--- src/tsense_pkg.sv ---
`default_nettype none

package tsense_pkg;

  // number of sensing channels on the bus
  localparam int unsigned NumChannels = 4;

  typedef logic [7:0]  addr_t;      // register byte address
  typedef logic [31:0] data_t;      // bus data word
  typedef logic [23:0] count_t;     // channel edge count
  typedef logic [3:0]  conv_sel_t;  // window is 16 << sel cycles
  typedef logic [1:0]  osc_sel_t;   // monitor select

  ////////////////////
  // register map
  ////////////////////
  localparam addr_t RegResetN   = 8'h04;
  localparam addr_t RegConvSel  = 8'h08;
  localparam addr_t RegEn       = 8'h0C;
  localparam addr_t RegDoutBase = 8'h10; // channel k at +8k
  localparam addr_t RegDoneBase = 8'h14; // channel k at +8k
  localparam addr_t RegOscSel   = 8'h30;

  // per channel conversion sequence
  typedef enum logic [1:0] {
    IDLE,
    COUNT,
    DONE
  } chan_state_e;

endpackage

`default_nettype wire

--- src/tsense_bus_decode.sv ---
`default_nettype none

module tsense_bus_decode import tsense_pkg::*; (
  // request channel from the master
  input  logic  a_valid_i,
  input  logic  a_write_i,
  input  addr_t a_addr_i,
  input  data_t a_wdata_i,
  output logic  a_ready_o,

  // from the response block
  input  logic  outstanding_i,

  // strobes, valid only in the accepting cycle
  output logic  wr_req_o,
  output logic  rd_req_o,
  output logic  req_err_o,
  output addr_t addr_o,
  output data_t wdata_o
);

  logic accept;
  logic misaligned;

  // one transaction in flight, so ready is just "nothing pending"
  assign a_ready_o = ~outstanding_i;
  assign accept    = a_valid_i & ~outstanding_i;

  // only writes care about the low address bits
  assign misaligned = |a_addr_i[1:0];

  ////////////////////
  // strobes
  ////////////////////
  assign wr_req_o  = accept & a_write_i & ~misaligned;
  assign rd_req_o  = accept & ~a_write_i;
  assign req_err_o = accept & a_write_i & misaligned; // no register touched

  // registers are word wide
  assign addr_o  = {a_addr_i[7:2], 2'b00};
  assign wdata_o = a_wdata_i;

endmodule

`default_nettype wire

--- src/tsense_ctrl_regs.sv ---
`default_nettype none

module tsense_ctrl_regs import tsense_pkg::*; (
  input  logic      clk_i,
  input  logic      rst_ni,

  // accepted write from the decoder
  input  logic      wr_req_i,
  input  addr_t     addr_i,
  input  data_t     wdata_i,

  // control fields fanned out to the channels
  output logic      reset_n_o,
  output conv_sel_t conv_sel_o,
  output logic      en_o,
  output osc_sel_t  osc_sel_o
);

  logic      reset_n_q;
  conv_sel_t conv_sel_q;
  logic      en_q;
  osc_sel_t  osc_sel_q;

  always_ff @(posedge clk_i or negedge rst_ni) begin
    if (!rst_ni) begin
      reset_n_q  <= 1'b1; // counters released out of reset
      conv_sel_q <= '0;
      en_q       <= 1'b0;
      osc_sel_q  <= '0;
    end else if (wr_req_i) begin
      // read-only and unmapped offsets fall through
      case (addr_i)
        RegResetN:  reset_n_q  <= wdata_i[0];
        RegConvSel: conv_sel_q <= wdata_i[3:0];
        RegEn:      en_q       <= wdata_i[0];
        RegOscSel:  osc_sel_q  <= wdata_i[1:0];
        default:    ;
      endcase
    end
  end

  assign reset_n_o  = reset_n_q;
  assign conv_sel_o = conv_sel_q;
  assign en_o       = en_q;
  assign osc_sel_o  = osc_sel_q;

endmodule

`default_nettype wire

--- src/tsense_channel.sv ---
`default_nettype none

module tsense_channel import tsense_pkg::*; (
  input  logic      clk_i,
  input  logic      rst_ni,

  input  logic      osc_i,      // async to clk_i
  input  logic      reset_n_i,
  input  conv_sel_t conv_sel_i,
  input  logic      en_i,

  output logic      osc_sync_o,
  output count_t    dout_o,
  output logic      done_o
);

  logic        osc_meta_q;
  logic        osc_sync_q;
  logic        osc_prev_q;
  logic        osc_rise;

  chan_state_e state_q;
  count_t      timer_q;
  count_t      edge_cnt_q;
  count_t      dout_q;
  logic        done_q;
  count_t      win_last;

  ////////////////////
  // input sync
  ////////////////////
  always_ff @(posedge clk_i or negedge rst_ni) begin
    if (!rst_ni) begin
      osc_meta_q <= 1'b0;
      osc_sync_q <= 1'b0;
      osc_prev_q <= 1'b0;
    end else begin
      osc_meta_q <= osc_i;
      osc_sync_q <= osc_meta_q;
      osc_prev_q <= osc_sync_q; // edge detect stage
    end
  end

  assign osc_rise = osc_sync_q & ~osc_prev_q;

  // last cycle of the window, 16 << sel long
  assign win_last = (count_t'(16) << conv_sel_i) - count_t'(1);

  ////////////////////
  // conversion FSM
  ////////////////////
  always_ff @(posedge clk_i or negedge rst_ni) begin
    if (!rst_ni) begin
      state_q    <= IDLE;
      timer_q    <= '0;
      edge_cnt_q <= '0;
      dout_q     <= '0;
      done_q     <= 1'b0;
    end else if (!reset_n_i) begin
      // software counter reset wipes the result too
      state_q    <= IDLE;
      timer_q    <= '0;
      edge_cnt_q <= '0;
      dout_q     <= '0;
      done_q     <= 1'b0;
    end else begin
      case (state_q)
        IDLE: begin
          timer_q    <= '0;
          edge_cnt_q <= '0;
          if (en_i) begin
            state_q <= COUNT;
          end
        end
        COUNT: begin
          if (!en_i) begin
            state_q <= IDLE; // aborted, result untouched
          end else if (timer_q == win_last) begin
            state_q <= DONE;
            dout_q  <= edge_cnt_q + count_t'(osc_rise);
            done_q  <= 1'b1;
          end else begin
            timer_q    <= timer_q + count_t'(1);
            edge_cnt_q <= edge_cnt_q + count_t'(osc_rise);
          end
        end
        DONE: begin
          // hold result until software drops en
          if (!en_i) begin
            state_q <= IDLE;
            done_q  <= 1'b0;
          end
        end
        default: state_q <= IDLE;
      endcase
    end
  end

  assign osc_sync_o = osc_sync_q;
  assign dout_o     = dout_q;
  assign done_o     = done_q;

endmodule

`default_nettype wire

--- src/tsense_rsp.sv ---
`default_nettype none

module tsense_rsp import tsense_pkg::*; (
  input  logic                   clk_i,
  input  logic                   rst_ni,

  // strobes from the decoder
  input  logic                   rd_req_i,
  input  logic                   wr_req_i,
  input  logic                   req_err_i,
  input  addr_t                  addr_i,

  // register state for read-back
  input  logic                   reset_n_i,
  input  conv_sel_t              conv_sel_i,
  input  logic                   en_i,
  input  osc_sel_t               osc_sel_i,
  input  count_t                 dout_i [NumChannels],
  input  logic [NumChannels-1:0] done_i,

  // response channel
  input  logic                   d_ready_i,
  output logic                   outstanding_o,
  output logic                   d_valid_o,
  output data_t                  d_rdata_o,
  output logic                   d_error_o
);

  logic  accept;
  logic  d_ack;
  logic  outstanding_q;
  data_t rdata_q;
  logic  error_q;
  data_t rd_mux;

  assign accept = rd_req_i | wr_req_i | req_err_i;
  assign d_ack  = outstanding_q & d_ready_i;

  // read-back mux, unmapped reads give zero
  always_comb begin
    rd_mux = '0;
    case (addr_i)
      RegResetN:  rd_mux = data_t'(reset_n_i);
      RegConvSel: rd_mux = data_t'(conv_sel_i);
      RegEn:      rd_mux = data_t'(en_i);
      RegOscSel:  rd_mux = data_t'(osc_sel_i);
      default: begin
        for (int k = 0; k < NumChannels; k++) begin
          if (addr_i == addr_t'(RegDoutBase + 8 * k)) begin
            rd_mux = data_t'(dout_i[k]);
          end
          if (addr_i == addr_t'(RegDoneBase + 8 * k)) begin
            rd_mux = data_t'(done_i[k]);
          end
        end
      end
    endcase
  end

  always_ff @(posedge clk_i or negedge rst_ni) begin
    if (!rst_ni) begin
      outstanding_q <= 1'b0;
      rdata_q       <= '0;
      error_q       <= 1'b0;
    end else if (accept) begin
      outstanding_q <= 1'b1;
      rdata_q       <= rd_req_i ? rd_mux : '0; // writes answer with 0
      error_q       <= req_err_i;
    end else if (d_ack) begin
      outstanding_q <= 1'b0;
      error_q       <= 1'b0; // keep error low while idle
    end
  end

  assign outstanding_o = outstanding_q;
  assign d_valid_o     = outstanding_q;
  assign d_rdata_o     = rdata_q;
  assign d_error_o     = error_q;

endmodule

`default_nettype wire

--- src/tsense_top.sv ---
`default_nettype none

module tsense_top import tsense_pkg::*; (
  input  logic                   clk_i,
  input  logic                   rst_ni,

  // request channel
  input  logic                   a_valid_i,
  input  logic                   a_write_i,
  input  addr_t                  a_addr_i,
  input  data_t                  a_wdata_i,
  output logic                   a_ready_o,

  // response channel
  output logic                   d_valid_o,
  output data_t                  d_rdata_o,
  output logic                   d_error_o,
  input  logic                   d_ready_i,

  input  logic [NumChannels-1:0] osc_i,
  output logic                   mon_osc_o
);

  logic                   outstanding;
  logic                   wr_req;
  logic                   rd_req;
  logic                   req_err;
  addr_t                  addr;
  data_t                  wdata;

  logic                   reset_n;
  conv_sel_t              conv_sel;
  logic                   en;
  osc_sel_t               osc_sel;

  logic [NumChannels-1:0] osc_sync;
  count_t                 dout [NumChannels];
  logic [NumChannels-1:0] done;

  ////////////////////
  // bus side
  ////////////////////
  tsense_bus_decode u_decode (
    .a_valid_i     (a_valid_i),
    .a_write_i     (a_write_i),
    .a_addr_i      (a_addr_i),
    .a_wdata_i     (a_wdata_i),
    .a_ready_o     (a_ready_o),
    .outstanding_i (outstanding),
    .wr_req_o      (wr_req),
    .rd_req_o      (rd_req),
    .req_err_o     (req_err),
    .addr_o        (addr),
    .wdata_o       (wdata)
  );

  tsense_ctrl_regs u_ctrl (
    .clk_i      (clk_i),
    .rst_ni     (rst_ni),
    .wr_req_i   (wr_req),
    .addr_i     (addr),
    .wdata_i    (wdata),
    .reset_n_o  (reset_n),
    .conv_sel_o (conv_sel),
    .en_o       (en),
    .osc_sel_o  (osc_sel)
  );

  tsense_rsp u_rsp (
    .clk_i         (clk_i),
    .rst_ni        (rst_ni),
    .rd_req_i      (rd_req),
    .wr_req_i      (wr_req),
    .req_err_i     (req_err),
    .addr_i        (addr),
    .reset_n_i     (reset_n),
    .conv_sel_i    (conv_sel),
    .en_i          (en),
    .osc_sel_i     (osc_sel),
    .dout_i        (dout),
    .done_i        (done),
    .d_ready_i     (d_ready_i),
    .outstanding_o (outstanding),
    .d_valid_o     (d_valid_o),
    .d_rdata_o     (d_rdata_o),
    .d_error_o     (d_error_o)
  );

  ////////////////////
  // sensing channels
  ////////////////////
  tsense_channel u_chan0 (
    .clk_i      (clk_i),
    .rst_ni     (rst_ni),
    .osc_i      (osc_i[0]),
    .reset_n_i  (reset_n),
    .conv_sel_i (conv_sel),
    .en_i       (en),
    .osc_sync_o (osc_sync[0]),
    .dout_o     (dout[0]),
    .done_o     (done[0])
  );

  tsense_channel u_chan1 (
    .clk_i      (clk_i),
    .rst_ni     (rst_ni),
    .osc_i      (osc_i[1]),
    .reset_n_i  (reset_n),
    .conv_sel_i (conv_sel),
    .en_i       (en),
    .osc_sync_o (osc_sync[1]),
    .dout_o     (dout[1]),
    .done_o     (done[1])
  );

  tsense_channel u_chan2 (
    .clk_i      (clk_i),
    .rst_ni     (rst_ni),
    .osc_i      (osc_i[2]),
    .reset_n_i  (reset_n),
    .conv_sel_i (conv_sel),
    .en_i       (en),
    .osc_sync_o (osc_sync[2]),
    .dout_o     (dout[2]),
    .done_o     (done[2])
  );

  tsense_channel u_chan3 (
    .clk_i      (clk_i),
    .rst_ni     (rst_ni),
    .osc_i      (osc_i[3]),
    .reset_n_i  (reset_n),
    .conv_sel_i (conv_sel),
    .en_i       (en),
    .osc_sync_o (osc_sync[3]),
    .dout_o     (dout[3]),
    .done_o     (done[3])
  );

  // monitor picks one synchronized oscillator
  always_comb begin
    case (osc_sel)
      2'd0: mon_osc_o = osc_sync[0];
      2'd1: mon_osc_o = osc_sync[1];
      2'd2: mon_osc_o = osc_sync[2];
      2'd3: mon_osc_o = osc_sync[3];
      default: mon_osc_o = 1'b0;
    endcase
  end

endmodule

`default_nettype wire

--- config.mk ---
export PLATFORM = sky130hd
export DESIGN_NAME = tsense_top
export DESIGN_NICKNAME = d
export VERILOG_FILES = /design/src/tsense_pkg.sv /design/src/tsense_bus_decode.sv /design/src/tsense_ctrl_regs.sv /design/src/tsense_channel.sv /design/src/tsense_rsp.sv /design/src/tsense_top.sv
export SDC_FILE = /design/constraint.sdc
export NUM_CORES = 1
export LEC_CHECK = 0
export BUFFER_PORTS_ARGS = -buffer_cell sky130_fd_sc_hd__buf_2
export CAP_MARGIN = 20
export CORE_ASPECT_RATIO = 1.4
export CORE_UTILIZATION = 55
export CTS_BUF_LIST = sky130_fd_sc_hd__clkbuf_8
export DETAILED_ROUTE_END_ITERATION = 8
export GPL_TIMING_DRIVEN = 0
export HOLD_SLACK_MARGIN = 0.1
export PLACE_DENSITY = 0.71
export SETUP_SLACK_MARGIN = 0.2
export SKIP_LAST_GASP = 1
export SLEW_MARGIN = 15
export SYNTH_ARGS = -nofsm -noshare
export SYNTH_HDL_FRONTEND = slang
export SYNTH_HIERARCHICAL = 1
export SYNTH_SLANG_ARGS = --single-unit
--- constraint.sdc ---
create_clock -name clk_i -period 4 [get_ports clk_i]
set_input_delay 1 -clock clk_i [delete_from_list [all_inputs] [get_ports clk_i]]
set_output_delay 1 -clock clk_i [all_outputs]
set_load 0.01 [all_outputs]
==> results of run 1 <==
through the flow:
| step | hold WS, ns | util, % | instances | setup TNS [ns] |
|---|---|---|---|---|
| floorplan | 0.331 | - | 2441 | 0 |
| global placement | 0.335 | 58.0 | 3007 | -1880.18 |
| CTS | 0.358 | 63.4 | 3158 | 0 |
| detailed placement | 0.340 | 58.3 | 3011 | -174.13 |
| finish | 0.333 | 66.7 | 3196 | 0 |
| global route | 0.365 | 66.7 | 3196 | 0 |
worst max-delay path: cells and delay by family, from the launching register on:
family          cells  cell delay [ns]
compound gates      3             0.71
fa+ha+maj           1             0.22
buf+inv             3             0.51
flops               1             0.55
simple gates        5             1.74
cell type report:
type / count / area (um^2) / area share [%]
flip-flops and latches: 346 / 8670 / 33.1
multi-input cells: 1850 / 12700 / 48.6
repair buffers: 122 / 1310 / 4.98
clock buffers: 72 / 991 / 3.78
clock inverters: 33 / 170 / 0.649
inverters: 44 / 165 / 0.630
well taps: 528 / 661 / 2.52
plain buffers: 201 / 1490 / 5.69
layout by cell type, fill, tap and decap left out, types with 22 or more instances in the layout:
cell type and n:
nand2_1 342, dfrtp_1 341, mux2i_1 127, nand3_1 114, nor2_1 106, a21oi_1 103, xnor2_1 98, o21ai_0 90
buf_4 82, clkbuf_1 81, clkbuf_8 72, o211ai_1 65, buf_2 64, inv_1 63, o31ai_1 63, or3_1 59
nand4_1 51, and3_1 39, o22ai_1 27, buf_6 26, nand2b_1 26, buf_8 23, or4_1 22, a21oi_2 22
a22o_1 22
what timing repair did:
action	4_1_cts	5_1_grt
setup buffers	39	27
gates resized for setup	90	207
endpoints found under the setup margin	296	272
cloned	3	11
pin swaps	15	66
hold buffers	0	0
metal layers:
layer / track usage, % / wire, um
met1: 37.6 / 25700
met2: 59.3 / 36200
met3: 5.24 / 3830
met4: 21.6 / 4290
met5: 0 / 0
report_power, final:
part           internal (uW)  total [uW]  leakage [uW]  switching [uW]
logic                    108         309       0.00532             201
clock network           1680        3210      0.000684            1530
registers               3510        3520       0.00479            10.3
total                   5300        7040        0.0108            1740
worst paths after layout:
check                                                       from                         endpoint  slack [ns]  depth (start not counted)
min in group clk_i                  u_chan1/osc_meta_q$_DFF_PN0_     u_chan1/osc_sync_o$_DFF_PN0_        0.35                          0
worst min-delay path                                      rst_ni  u_chan0/timer_q[22]$_DFFE_PN0P_        0.33                          1
worst max register to register  u_ctrl/conv_sel_o[1]$_DFFE_PN0P_   u_chan2/timer_q[0]$_DFFE_PN0P_        0.12                         12
worst max-delay path            u_ctrl/conv_sel_o[1]$_DFFE_PN0P_   u_chan2/timer_q[0]$_DFFE_PN0P_        0.12                         12
max in group asynchronous                                 rst_ni   u_chan3/timer_q[8]$_DFFE_PN0P_        2.60                          2
worst min register to register      u_chan1/osc_meta_q$_DFF_PN0_     u_chan1/osc_sync_o$_DFF_PN0_        0.35                          0
==> results.toml, run 1 <==
[status]
outcome = "completed"

[run]
maxCapViolCount = 0

[global_routing]
grt_pass1_vias = 20000
antenna_found_initial = 0
overflow = 0
grt_max_degree = 102
grt_pass1_wl_um = 107000
grt_usage_pct = 33.7

[timing]
drv_slew = 0
max_freq_mhz = 258
finalClockSkew_ns = 0.0291
layout_min_cycle_time_ns = 3.88
rsz0062_at_grt = "true"
worst_slack_ns = 0.117
min_period_over_period_pct = 97.1
tightest_slew_ns = 1.01
hold_viol = 0
max-slew-margin-rel_pct = 32.2
setup_viol = 0

[logic_synthesis]
synth_area_mm2 = 0.0219
syn_inst = 2433
avgSynthCellArea_um2 = 9.00
ys_warn_count = 6

[routing]
drt.antenna.violating_nets = 0
firstDrtPassIters = 6
drc = 0
vias_per_cell = 6.41
drt_wl_total_um = 70100
drt_iter0_drc = 1699
vias = 20500
wl_per_cell_um = 21.9

[placed_design]
gp_congestion = 0.945
pre_cts_ws_ns = -0.821
port_buffers = 38
post-dp-hpwl_um = 47100
place_area_mm2 = 0.0229

[critical_path]
critical_path_required_ns = 4.52
path_class = "reg -> reg"
cp_slowest_cell = "dfrtp_4"
critPathMaxFanout = 8
endpoint_kind = "flop"
setup.worst_path.start_class = "flop"
path_cells = "buf_12, buf_8, or4_4, ha_4, nor3b_4, a31o_1, or3_1, a2111o_1, or4_4, nand3_4, clkbuf_16, o22ai_2"
crit_arrival_ns = 4.40
crit_top_cell = "or4_4"
max_stage_delay_ns = 0.55

[die]
row_count = 86
die_w_um = 171
initial_core_util_pct = 55.7
die_area_mm2 = 0.0406
core_area_mm2 = 0.0393
ioPinCount = 85
die_y_um = 238

[clock_network]
cts-htree-levels = 2
clkTransAtPathRegs_ns = 0.06
cts_tree = "done"
numCtsBuffers = 57
clock_latency_ns = 0.66
cts_sinks = 346
cts_root_buffer = "clkbuf_8"
clk_path_buf_depth = 3

[cells_and_area]
postLayoutCellArea_mm2 = 0.0262
final_layout_size_suffix_gt1_share_pct = 19.3
num-nets-final = 2687
syn_to_final_growth_pct = 19.7
nFillCells = 3152
antennaDiodeCount = 0

[pwr]
p_per_area_mw_per_mm2 = 269
peakVddDrop_mv = 0.191
design_power_total_uw = 7040
leakagePower_uw = 0.0108

[min_path]
hp-class = "in -> async"
Note: power is estimated with default switching activity, not from simulation.
==> inputs of run 2 (changes only) <==
ABC_AREA = 1   (was default)
==> run 2 against run 1 <==
  * Non-clock buffer count decreased by 87
  * Clock power up 13%
  * Via count grew 25%
  * Sequential cell count unchanged
  * First-iteration DRC count rose by 7.5%
  * Sequential share of layout area down 0.55 points
  * Synthesized area grew 11%
  * Routed wire length up 13%
  * Global-route usage grew 2.0 points
  * Sequential power increased by 17%
  * Die area rose by 11%
  * Critical path type unchanged
==> results.toml, run 2 <==
[pwr]
combPwrFrac_pct = 31.1
p_per_area_mw_per_mm2 = 422
p_int_uw = 6720
swShare_pct = 40.2
pwr-share-seq_pct = 36.6
p_sw_uw = 4510
peakVddDrop_mv = 0.321
leakagePower_uw = 0.0142
p_clk_share_pct = 32.3
design_power_total_uw = 11200

[critical_path]
critical_path.endpoint = "u_chan3/timer_q[13]$_DFFE_PN0P_"
path_buf_inv = 4
crit_family = "simple AND/OR/NAND/NOR gates"
crit_top_cell = "nand2_1"
path_cells = "buf_8, nor2_1, nand2_1, ha_1, clkbuf_1, nand2_1, nand2_1, nand2_1, nand2_1, nor2_1, nand2_1, nor2_2, nand2_1, nor2_1, nand2_1, nand2_2, nand2_2, buf_6, buf_4, nand2_1, nand2_1"
r2r_slack_ns = 0.51
rr_startpoint = "u_ctrl/conv_sel_o[0]$_DFFE_PN0P_"
timing.rr.end = "u_chan3/timer_q[13]$_DFFE_PN0P_"
critPathMaxFanout = 12
max_stage_delay_ns = 0.60
cp_slowest_cell = "dfrtp_1"
critical_path_required_ns = 4.56
cp_num_cells = 21
crit_arrival_ns = 4.05
r2r_cells = 21
setup.worst_path.start_class = "flop"
path_class = "reg -> reg"
endpoint_kind = "flop"
crit_start = "u_ctrl/conv_sel_o[0]$_DFFE_PN0P_"

[logic_synthesis]
synth_area_mm2 = 0.0242
ys_warn_count = 6
avgSynthCellArea_um2 = 6.49
syn_inst = 3735

[die]
initial_core_util_pct = 56.0
ioPinCount = 85
core_area_mm2 = 0.0432
die_y_um = 250
row_count = 90
die_w_um = 179
die_area_mm2 = 0.0449

[cells_and_area]
num-nets-final = 3912
final_layout_size_suffix_gt1_share_pct = 8.40
mostFrequentLayoutCell = "nand2_1"
finalNonFillerCells = 4449
syn_to_final_growth_pct = 9.86
layout_common_cells = "nand2_1, nand3_1, nor2_1, inv_1, dfrtp_1"
postLayoutCellArea_mm2 = 0.0266

[timing]
tns_ns = 0
layout_min_cycle_time_ns = 3.49
worst_slack_ns = 0.510
hold_viol = 0
tightest_slew_ns = 0.930
min_period_over_period_pct = 87.3
rsz0062_at_grt = "false"
drv_slew = 0
setup_viol = 0
max_freq_mhz = 287
max-slew-margin-rel_pct = 37.7
finalClockSkew_ns = 0.0164

[routing]
firstDrtPassIters = 8
vias_per_cell = 5.75
drt_iter0_drc = 1827
vias = 25600
drt_wl_total_um = 79000
drc = 0
wl_per_cell_um = 17.8
drt.antenna.violating_nets = 0

[clock_network]
cts_hold_buf = 0
cts_setup_buffers = 0
cts_tree = "done"
numCtsBuffers = 59
cts-htree-levels = 2
cts_root_buffer = "clkbuf_8"
cts-resized-gates = 0
clkTransAtPathRegs_ns = 0.06
clk_path_buf_depth = 3
clock_latency_ns = 0.67
cts_sinks = 346

[global_routing]
grt_pass1_vias = 25100
grt_pass1_wl_um = 127000
overflow = 0
grt_usage_pct = 35.7
antenna_found_initial = 3
grt_max_degree = 108

[placed_design]
gp_congestion = 0.985
port_buffers = 38
place_area_mm2 = 0.0253
pre_cts_ws_ns = 0.303
post-dp-hpwl_um = 60200
placedCellCount = 4337

[status]
outcome = "completed"

[run]
maxCapViolCount = 0

[min_path]
hp-class = "in -> async"
run 2: worst min-delay path by stage:
stage	to	slack (ns)	depth (start not counted)	from
floorplan	u_chan0/osc_sync_o$_DFF_PN0_	0.33	0	u_chan0/osc_meta_q$_DFF_PN0_
global placement	u_chan3/osc_sync_o$_DFF_PN0_	0.33	0	u_chan3/osc_meta_q$_DFF_PN0_
detailed placement	u_chan0/osc_sync_o$_DFF_PN0_	0.34	0	u_chan0/osc_meta_q$_DFF_PN0_
CTS	u_chan3/edge_cnt_q[17]$_DFFE_PN0P_	0.21	1	rst_ni
global route	u_chan3/edge_cnt_q[17]$_DFFE_PN0P_	0.25	1	rst_ni
finish	u_chan3/edge_cnt_q[17]$_DFFE_PN0P_	0.23	1	rst_ni
run 2: stage by stage:
| stage | hold WS, ns | utilization (%) |
|---|---|---|
| 6_report | 0.231 | 61.5 |
| 5_1_grt | 0.249 | 61.5 |
| 4_1_cts | 0.211 | 61.5 |
| 3_5_place_dp | 0.338 | 58.4 |
| 3_3_place_gp | 0.332 | 58.1 |
| 2_1_floorplan | 0.331 | - |
run 2: final cells by class:
class	instances	area (um^2)
buffer	193	1010
tap	552	691
clock buffer	73	1000
fill	4258	16600
inverter	372	1400
sequential	346	8660
antenna	2	5.00
clock inverter	36	328
multi-input combinational	2832	13200
timing repair buffer	43	325
run 2: power by group through the flow:
stage / clock (uW) / combinational [uW] / sequential, uW
floorplan: 0 / 2400 / 4040
global placement: 0 / 3350 / 4150
detailed placement: 0 / 3440 / 4150
CTS: 3710 / 3450 / 4090
global route: 3850 / 3850 / 4140
finish: 3630 / 3490 / 4110
run 2: metal layers:
layer	global-route usage, %	vias up	wire length (um)
met5	0	-	10
met4	22.7	2	5070
met3	6.34	293	4900
met2	61.3	914	39000
met1	40.1	12000	30000
li1	-	12300	-
